==> src/logic/dcache_pkg.sv <==
/*
 * Data cache shared definitions
 * Address field widths, memory tag width and the bus command encoding
 */
`default_nettype none

package dcache_pkg;

	//////////////////////////////////////////////////
	// Address and data widths
	//////////////////////////////////////////////////
	localparam int addr_bits       = 64;
	localparam int data_bits       = 64;
	localparam int offset_bits     = 3;  // Byte offset within a word, ignored
	localparam int dcache_idx_bits = 5;  // 32 lines
	localparam int dcache_tag_bits = 8;  // Upper address bits are not compared

	// Memory transaction tags, 0 means none
	localparam int mem_tag_bits = 4;

	// Derived sizes and field positions
	localparam int dcache_lines = 1 << dcache_idx_bits;
	localparam int mt_entries   = 1 << mem_tag_bits;
	localparam int idx_lsb      = offset_bits;
	localparam int tag_lsb      = offset_bits + dcache_idx_bits;

	// Shared by processor and memory sides
	typedef enum logic [1:0] {
		bus_none  = 2'b00,
		bus_load  = 2'b01,
		bus_store = 2'b10
	} bus_command_e;

endpackage

`default_nettype wire

==> src/logic/dcache_ctrl.sv <==
/*
 * Data cache controller
 * Decodes processor and memory traffic, drives the array and the miss table
 */
`default_nettype none

module dcache_ctrl
	import dcache_pkg::*;
(
	// Processor request
	input  wire bus_command_e                proc_command,
	input  wire logic [addr_bits-1:0]        proc_addr,
	input  wire logic [data_bits-1:0]        proc_data,

	// Memory response
	input  wire logic [mem_tag_bits-1:0]     mem_response,
	input  wire logic [mem_tag_bits-1:0]     mem_tag,
	input  wire logic [data_bits-1:0]        mem_rd_data,

	// Memory request
	output bus_command_e                     mem_command,
	output logic      [addr_bits-1:0]        mem_addr,
	output logic      [data_bits-1:0]        mem_wr_data,

	// Processor response
	output logic      [data_bits-1:0]        proc_rd_data,
	output logic                             proc_valid,
	output logic      [mem_tag_bits-1:0]     proc_tag,

	// Cache array
	output logic      [dcache_idx_bits-1:0]  cache_rd_idx,
	output logic      [dcache_tag_bits-1:0]  cache_rd_tag,
	input  wire logic [data_bits-1:0]        cache_rd_data,
	input  wire logic                        cache_hit,
	output logic                             cache_wr_en,
	output logic      [dcache_idx_bits-1:0]  cache_wr_idx,
	output logic      [dcache_tag_bits-1:0]  cache_wr_tag,
	output logic      [data_bits-1:0]        cache_wr_data,

	// Miss table
	output logic                             mt_alloc,
	output logic      [mem_tag_bits-1:0]     mt_alloc_tag,
	output logic      [addr_bits-1:0]        mt_alloc_addr,
	output logic                             mt_retire,
	output logic      [mem_tag_bits-1:0]     mt_retire_tag,
	input  wire logic [addr_bits-1:0]        mt_retire_addr,
	input  wire logic                        mt_retire_valid
);

	logic [addr_bits-1:0] aligned_addr;
	logic                 fill;

	assign aligned_addr = {proc_addr[addr_bits-1:offset_bits], {offset_bits{1'b0}}};
	assign fill         = (mem_tag != '0);  // Memory returning data this cycle

	// Array lookup always follows the processor address
	assign cache_rd_idx = proc_addr[tag_lsb-1:idx_lsb];
	assign cache_rd_tag = proc_addr[tag_lsb+dcache_tag_bits-1:tag_lsb];

	assign mt_retire     = fill;
	assign mt_retire_tag = mem_tag;

	//////////////////////////////////////////////////
	// Request decode
	//////////////////////////////////////////////////
	always_comb begin
		mem_command   = bus_none;
		mem_addr      = '0;
		mem_wr_data   = '0;
		proc_rd_data  = '0;
		proc_valid    = 1'b0;
		proc_tag      = '0;
		cache_wr_en   = 1'b0;
		cache_wr_idx  = '0;
		cache_wr_tag  = '0;
		cache_wr_data = '0;
		mt_alloc      = 1'b0;
		mt_alloc_tag  = '0;
		mt_alloc_addr = '0;

		if (fill) begin
			// Stray tags are dropped
			if (mt_retire_valid) begin
				cache_wr_en   = 1'b1;
				cache_wr_idx  = mt_retire_addr[tag_lsb-1:idx_lsb];
				cache_wr_tag  = mt_retire_addr[tag_lsb+dcache_tag_bits-1:tag_lsb];
				cache_wr_data = mem_rd_data;
				proc_rd_data  = mem_rd_data;
				proc_valid    = 1'b1;
				proc_tag      = mem_tag;
			end
		end else begin
			case (proc_command)
				bus_load: begin
					if (cache_hit) begin
						proc_rd_data = cache_rd_data;
						proc_valid   = 1'b1;
					end else if (mem_response != '0) begin  // Memory accepts the miss
						mem_command   = bus_load;
						mem_addr      = aligned_addr;
						proc_tag      = mem_response;
						mt_alloc      = 1'b1;
						mt_alloc_tag  = mem_response;
						mt_alloc_addr = aligned_addr;
					end
				end
				bus_store: begin
					// Write-through to array and memory
					cache_wr_en   = 1'b1;
					cache_wr_idx  = cache_rd_idx;
					cache_wr_tag  = cache_rd_tag;
					cache_wr_data = proc_data;
					mem_command   = bus_store;
					mem_addr      = aligned_addr;
					mem_wr_data   = proc_data;
				end
				default: begin
					// Idle cycle
				end
			endcase
		end
	end

endmodule

`default_nettype wire

==> src/logic/dcache_mem.sv <==
/*
 * Direct-mapped data cache array
 * Data word, stored tag and valid bit per line; combinational read, clocked write
 */
`default_nettype none

module dcache_mem
	import dcache_pkg::*;
(
	input  wire logic                       clock,
	input  wire logic                       reset,

	// Read port
	input  wire logic [dcache_idx_bits-1:0] rd_idx,
	input  wire logic [dcache_tag_bits-1:0] rd_tag,
	output logic      [data_bits-1:0]       rd_data,
	output logic                            rd_hit,

	// Write port
	input  wire logic                       wr_en,
	input  wire logic [dcache_idx_bits-1:0] wr_idx,
	input  wire logic [dcache_tag_bits-1:0] wr_tag,
	input  wire logic [data_bits-1:0]       wr_data
);

	//////////////////////////////////////////////////
	// Line storage
	//////////////////////////////////////////////////
	logic [data_bits-1:0]       line_data [dcache_lines];
	logic [dcache_tag_bits-1:0] line_tag  [dcache_lines];
	logic [dcache_lines-1:0]    line_valid;

	// Valid bits are the only state that reset touches
	always_ff @(posedge clock) begin
		if (reset) begin
			line_valid <= '0;
		end else if (wr_en) begin
			line_valid[wr_idx] <= 1'b1;
		end
	end

	always_ff @(posedge clock) begin
		if (wr_en) begin
			line_data[wr_idx] <= wr_data;
			line_tag[wr_idx]  <= wr_tag;
		end
	end

	//////////////////////////////////////////////////
	// Read and hit compare
	//////////////////////////////////////////////////
	assign rd_data = line_data[rd_idx];
	assign rd_hit  = line_valid[rd_idx] && (line_tag[rd_idx] == rd_tag);

endmodule

`default_nettype wire

==> src/logic/dcache_top.sv <==
/*
 * Write-through direct-mapped data cache
 * Controller, line array and miss table between the load/store queue and memory
 */
`default_nettype none

module dcache_top
	import dcache_pkg::*;
(
	input  wire logic                    clock,
	input  wire logic                    reset,

	input  wire bus_command_e            proc_command,
	input  wire logic [addr_bits-1:0]    proc_addr,
	input  wire logic [data_bits-1:0]    proc_data,
	output logic      [data_bits-1:0]    proc_rd_data,
	output logic                         proc_valid,
	output logic      [mem_tag_bits-1:0] proc_tag,

	input  wire logic [mem_tag_bits-1:0] mem_response,
	input  wire logic [mem_tag_bits-1:0] mem_tag,
	input  wire logic [data_bits-1:0]    mem_rd_data,
	output bus_command_e                 mem_command,
	output logic      [addr_bits-1:0]    mem_addr,
	output logic      [data_bits-1:0]    mem_wr_data
);

	// Array side
	logic [dcache_idx_bits-1:0] cache_rd_idx;
	logic [dcache_tag_bits-1:0] cache_rd_tag;
	logic [data_bits-1:0]       cache_rd_data;
	logic                       cache_hit;
	logic                       cache_wr_en;
	logic [dcache_idx_bits-1:0] cache_wr_idx;
	logic [dcache_tag_bits-1:0] cache_wr_tag;
	logic [data_bits-1:0]       cache_wr_data;

	// Miss table side
	logic                    mt_alloc;
	logic [mem_tag_bits-1:0] mt_alloc_tag;
	logic [addr_bits-1:0]    mt_alloc_addr;
	logic                    mt_retire;
	logic [mem_tag_bits-1:0] mt_retire_tag;
	logic [addr_bits-1:0]    mt_retire_addr;
	logic                    mt_retire_valid;

	dcache_ctrl u_ctrl (.*);

	dcache_mem u_mem (
		.clock   (clock),
		.reset   (reset),
		.rd_idx  (cache_rd_idx),
		.rd_tag  (cache_rd_tag),
		.rd_data (cache_rd_data),
		.rd_hit  (cache_hit),
		.wr_en   (cache_wr_en),
		.wr_idx  (cache_wr_idx),
		.wr_tag  (cache_wr_tag),
		.wr_data (cache_wr_data)
	);

	miss_table u_miss_table (
		.clock        (clock),
		.reset        (reset),
		.alloc        (mt_alloc),
		.alloc_tag    (mt_alloc_tag),
		.alloc_addr   (mt_alloc_addr),
		.retire       (mt_retire),
		.retire_tag   (mt_retire_tag),
		.retire_addr  (mt_retire_addr),
		.retire_valid (mt_retire_valid)
	);

endmodule

`default_nettype wire

==> src/logic/miss_table.sv <==
/*
 * Outstanding load-miss table
 * One address per nonzero memory tag, looked up when memory returns the tag
 */
`default_nettype none

module miss_table
	import dcache_pkg::*;
(
	input  wire logic                    clock,
	input  wire logic                    reset,

	// New miss
	input  wire logic                    alloc,
	input  wire logic [mem_tag_bits-1:0] alloc_tag,
	input  wire logic [addr_bits-1:0]    alloc_addr,

	// Returning fill
	input  wire logic                    retire,
	input  wire logic [mem_tag_bits-1:0] retire_tag,
	output logic      [addr_bits-1:0]    retire_addr,
	output logic                         retire_valid
);

	logic [addr_bits-1:0]  miss_addr [mt_entries];
	logic [mt_entries-1:0] miss_valid;  // Bit 0 stays clear

	logic alloc_ok;

	// Tag 0 means no transaction
	assign alloc_ok = alloc && (alloc_tag != '0);

	always_ff @(posedge clock) begin
		if (reset) begin
			miss_valid <= '0;
		end else begin
			if (retire)
				miss_valid[retire_tag] <= 1'b0;
			if (alloc_ok)
				miss_valid[alloc_tag] <= 1'b1;
		end
	end

	always_ff @(posedge clock) begin
		if (alloc_ok)
			miss_addr[alloc_tag] <= alloc_addr;
	end

	// Still readable in the retire cycle
	assign retire_addr  = miss_addr[retire_tag];
	assign retire_valid = miss_valid[retire_tag];

endmodule

`default_nettype wire
==> config.mk <==
export PLATFORM = sky130hd
export DESIGN_NAME = dcache_top
export DESIGN_NICKNAME = d
export VERILOG_FILES = /design/src/logic/dcache_pkg.sv /design/src/logic/dcache_ctrl.sv /design/src/logic/dcache_mem.sv /design/src/logic/dcache_top.sv /design/src/logic/miss_table.sv
export SDC_FILE = /design/constraint.sdc
export NUM_CORES = 2
export LEC_CHECK = 0
export ABC_AREA = 1
export BUFFER_PORTS_ARGS = -buffer_cell sky130_fd_sc_hd__buf_2
export CAP_MARGIN = 5
export CORE_MARGIN = 1
export CORE_UTILIZATION = 40
export DETAILED_ROUTE_END_ITERATION = 10
export HOLD_SLACK_MARGIN = 0.15
export PLACE_DENSITY = 0.59
export SYNTH_ARGS = -nofsm -noshare
export SYNTH_HDL_FRONTEND = slang
export SYNTH_HIERARCHICAL = 1
export SYNTH_SLANG_ARGS = --single-unit
==> constraint.sdc <==
create_clock -name clock -period 9.9 [get_ports clock]
set_clock_uncertainty 0.2 [all_clocks]
set_input_delay 2.475 -clock clock [delete_from_list [all_inputs] [get_ports clock]]
set_output_delay 2.475 -clock clock [all_outputs]
set_load 0.01 [all_outputs]
### After elaboration in Yosys (flattened, before gate mapping)

Memory sizes are Yosys's and may differ from the RTL's.
Index checks and enable logic that the tools add are counted.

* flip-flop bits (word level): 48
* RAM bits: 3328
* input bits: 204
* output and inout port bits: 199
* word-level logic and storage cells: 83
* memories kept: 3

* magnitude comparators: 7
* eq/ne operators: 3
* mux-type cells: 56
* bitwise logic cells: 4
* reduce and logical (&&, ||, !) cells: 8

Memory list
* u_mem.line_data: words 32, bits a word 64, read ports 1, clocked after Yosys merged registers in 0, wr ports 1, RTL line dcache_mem.sv:29 `logic [data_bits-1:0] line_data [dcache_lines];`
* u_miss_table.miss_addr: words 16, bits a word 64, read ports 1, clocked after Yosys merged registers in 0, wr ports 1, RTL line miss_table.sv:25 `logic [addr_bits-1:0] miss_addr [mt_entries];`
* u_mem.line_tag: words 32, bits a word 8, read ports 1, clocked after Yosys merged registers in 0, wr ports 1, RTL line dcache_mem.sv:30 `logic [dcache_tag_bits-1:0] line_tag [dcache_lines];`

Operators with widths (count)
* two-way mux 64 bit: 12
* case mux 64 bit (2 select lines): 1
* two-way mux 16 bit: 3
* OR 32 bit: 1
* two-way mux 4 bit: 6
* two-way mux 8 bit: 3
* two-way mux 1 bit: 20
* AND 16 bit: 1
* NOT 16 bit: 1
* OR 16 bit: 1
* two-way mux 5 bit: 3
* < comparator 5 x 6 -> 1 bit (second input constant): 2
* nonzero test 4 bit: 3
* < comparator 4 x 5 -> 1 bit (second input constant): 2
* demux 1 bit (select 4 bit): 2
* == test 8 bit: 1
* >= comparator 4 x 1 -> 1 bit (second input constant): 2
* binary-select mux 1 bit (select 5 bit): 1
* demux 1 bit (select 5 bit): 1
* >= comparator 5 x 1 -> 1 bit (second input constant): 1
* logical AND 1 bit: 5
* binary-select mux 1 bit (select 4 bit): 1
* two-way mux 2 bit: 2
* case mux 2 bit (2 select lines): 1
* 2 further kinds: 2

### Logic depth before layout (Yosys ltp)

* depth after elaboration: 12
* gate-level depth with buffers: 26
* gate-level depth less buffers: 22

### Cells and area by module

The synthesis kept the hierarchy.

Modules (own cells, without submodules)
* dcache_mem: times used 1, cells each 6919, area an instance 91230.0 um2, seq. area each 69827.0 um2
* miss_table: times used 1, cells each 4261, area an instance 43800.8 um2, seq. area each 31069.8 um2
* dcache_ctrl: times used 1, cells each 732, area an instance 3515.9 um2, seq. area each 0.0 um2

### Worst setup path before layout

OpenSTA, ideal clock, no wires.

* path kind: input-to-reg
* from: input mem_tag[0]
* to: memory u_mem.line_data[31][0] (enable)
* setup time: 504 ps
* data arrival time: 7458 ps
* required time: 9196 ps
* slack: 1738 ps
* cell stages on the path: 20
* buffers on the path: 5
* cell sequence: buf_4 -> buf_6 -> inv_8 -> buf_6 -> buf_6 -> nand2_1 -> nand2_1 -> nand2_1 -> nand2_1 -> nand2_1 -> nand2_1 -> inv_1 -> nand2_1 -> clkbuf_1 -> nand3_1 -> nand2_1 -> inv_1 -> nor3_1 -> inv_1 -> nor2_1

* elaborated cells on any way between the ends: 10
* those cells by class: mux: 8; reduce/logical: 1; memory: 1

RTL lines
* start: declaration: RTL line dcache_top.sv:21 `input wire logic [mem_tag_bits-1:0] mem_tag,`
* binary-select mux 1 bit (select 4 bit): RTL line miss_table.sv:51 `assign retire_valid = miss_valid[retire_tag];`
* two-way mux 1 bit (not written as such): RTL line miss_table.sv:51
* via mt_retire_valid: RTL line dcache_top.sv:45 `logic mt_retire_valid;`
* two-way mux 5 bit: RTL line dcache_ctrl.sv:83 `if (mt_retire_valid) begin`
* two-way mux 5 bit: RTL line dcache_ctrl.sv:81 `if (fill) begin`
* via cache_wr_idx[2]: RTL line dcache_top.sv:34 `logic [dcache_idx_bits-1:0] cache_wr_idx;`
* end: declaration: RTL line dcache_mem.sv:29

The timed path passes the listed nets, and every way through them passes these cells. The select of a mux whose other input is x is not followed.

### Final worst setup path

* from: input proc_addr[3]
* to: output proc_rd_data[57]

* elaborated cells on any way between the ends: 9
* those cells by class: eq/ne: 1; mux: 5; reduce/logical: 1; memory: 2

RTL lines
* start: declaration: RTL line dcache_top.sv:14 `input wire logic [addr_bits-1:0] proc_addr,`
* memory read (32 x 64 bit)
* via cache_rd_data[57]: RTL line dcache_top.sv:31 `logic [data_bits-1:0] cache_rd_data;`
* two-way mux 64 bit: RTL line dcache_ctrl.sv:95 `if (cache_hit) begin`
* two-way mux 64 bit: RTL line dcache_ctrl.sv:93 `case (proc_command)`
* two-way mux 64 bit: RTL line dcache_ctrl.sv:81
* end: declaration: RTL line dcache_top.sv:16 `output logic [data_bits-1:0] proc_rd_data,`

The timed path passes the listed nets, and every way through them passes these cells. The select of a mux whose other input is x is not followed.

==> summary.txt <==
Comb power frac: 0.045
Post-route cell area: 118900 sq um
Mapped cell area: 104600 sq um
Nets: 9043
Cell Int Power: 0.01801 W
Die outline height: 513.3 um
DIE WIDTH: 513.3 um
DRC errors left: 0
Clk Latency, worst-skew pair: 0.95 ns
Max cap viols: 0
Share of cells above drive strength 1: 0.1198
Worst slack at placement: 1.092 ns
CTS resizes: 0
Critical Path Fanout Max: 211
Die area: 263500 sq um
Crit path DAT: 6.32 ns
Status: complete, no violations
Worst Hold Class: reg2reg
Core area: 259700 sq um
Buffers on Ports: 396
GRT overflow: 0
Startpoint Class: primary input
TritonCTS buffer count: 287
Required @ worst endpoint: 7.23 ns
Initial antenna violation count: 3
Initial DRC count: 8115
Num ports: 403
Yosys Warn Count: 6
Clock power share: 0.443
Largest net degree at the start of global routing: 219
CTS Buffer Depth: 4
Gr usage total: 0.2227
RSZ-0062 raised after global routing: no
Final HPWL DP: 145800 um
Clk slew on worst S/H paths: 0.05 ns
Worst Tran Pin Value: 1.402 ns
Total number of vias: 70670
Max-Slew Margin vs Limit: 0.06527
Hold Fails Final Rpt: 0
H-tree lvl count: 5
Starting Density: 0.4026
Vias in the first global route: 67370
Min Tclk post-route: 8.994 ns
Switching share of power: 0.2148
Root Driver: clkbuf_16
Final WS setup: 0.9061 ns
Crit end category: output port
Commonest non-fill, non-tap cells in the layout: edfxtp_1, nor2_1, nand2_1
Syn Inst Count: 8644
Row count: 187
Drt wl/cell: 24.20 um
Vias per Instance: 5.683
Share of the clock period used by the worst path: 0.9085
VDD IR max: 0.1724 mV
FF-to-FF setup slack: 5.10 ns
Highest clock rate: 111.2 MHz
Setup Buffers After CTS: 0
Leak: 36.63 nW
Register area: 76390 sq um
Global-route wire length before repair: 439300 um
Final WL: 301000 um
Power Total: 0.02294 W
Most common cell after layout, fill and taps aside: edfxtp_1
Clock Sinks: 2560
Number of fill cells: 23130
PD cells: 192.9 nW/um^2
Final Setup Violations: 0
Sum Neg Setup Slack: 0 ns
Setup CP Type: in2out
Pre-antenna DRT Iters: 6
Average cell area after synthesis: 12.10 sq um
Fin. max-slew vios: 0
Multi-input logic area: 24110 sq um
Sw power: 0.004927 W
TritonCTS clock tree: done
Sequential share of power: 0.512
Synthesis-to-finish area growth: 13.70%
Hold_buf cts: 0
Dpl cell area: 109900 sq um
Routability Congestion: 0.7932
ANT nets after route: 0
## stage by stage
stage,util,std cells,hold WS [ns]
after detailed placement,0.4230,11940,0.2552
after global routing,0.4577,12440,0.2904
after floorplan,-,8658,0.2349
after CTS,0.4569,12420,0.2682
final,0.4577,12440,0.2690
after global placement,0.4230,11940,0.2437
## layer usage
metal	vias up	global-route usage	share of wire
li1	31460	-	-
met1	35410	0.3086	0.42
met5	-	0	0.000053
met3	478	0.03462	0.086
met4	2	0.06660	0.026
met2	3327	0.3611	0.47
## final timing paths
kind                                  endpoint  cells past startpoint                             startpoint
max                           proc_rd_data[57]                     13                           proc_addr[3]
min          u_mem/line_valid[28]$_SDFFE_PP0P_                      2      u_mem/line_valid[28]$_SDFFE_PP0P_
max reg2reg  u_mem/line_data[18][60]$_DFFE_PP_                     16  u_miss_table/miss_valid[3]$_SDFF_PP0_
min reg2reg  u_mem/line_valid[28]$_SDFFE_PP0P_                      2      u_mem/line_valid[28]$_SDFFE_PP0P_
## registers in the layout, summed over array words and instances (netlist names)
signal,count
u_mem/line_data,2048
u_mem/line_tag,256
u_miss_table/miss_addr,208
u_mem/line_valid,32
u_miss_table/miss_valid,16
## critical path, stage by stage
cell     delay, ns
buf_8         0.15
inv_16        0.39
buf_4         0.85
buf_4         0.60
o21ai_0       0.16
o22ai_1       0.17
nor2_1        0.06
o22ai_1       0.20
nand2_1       0.10
nand2_1       0.20
inv_1         0.07
o22ai_1       0.14
buf_2         0.17
## layout make-up
type                            count  share of cell area
Antenna cell                        3          0.00006315
Clock buffer                      355             0.06362
Clock inverter                    128             0.01036
Inverter                          350             0.01154
Multi-Input combinational cell   5069              0.2028
Sequential cell                  2560              0.6426
Tap cell                         3402             0.03581
Timing Repair Buffer              569             0.03322
## power by group through the flow
stage | Combinational (W) | Sequential, W | Clock [W]
after floorplan | 0.000703 | 0.0120 | 0
after global placement | 0.00102 | 0.0120 | 0
after detailed placement | 0.00103 | 0.0120 | 0
after CTS | 0.00103 | 0.0117 | 0.0103
after global routing | 0.00114 | 0.0117 | 0.0107
final | 0.00104 | 0.0117 | 0.0102
Power figures use the tool's default switching activity.
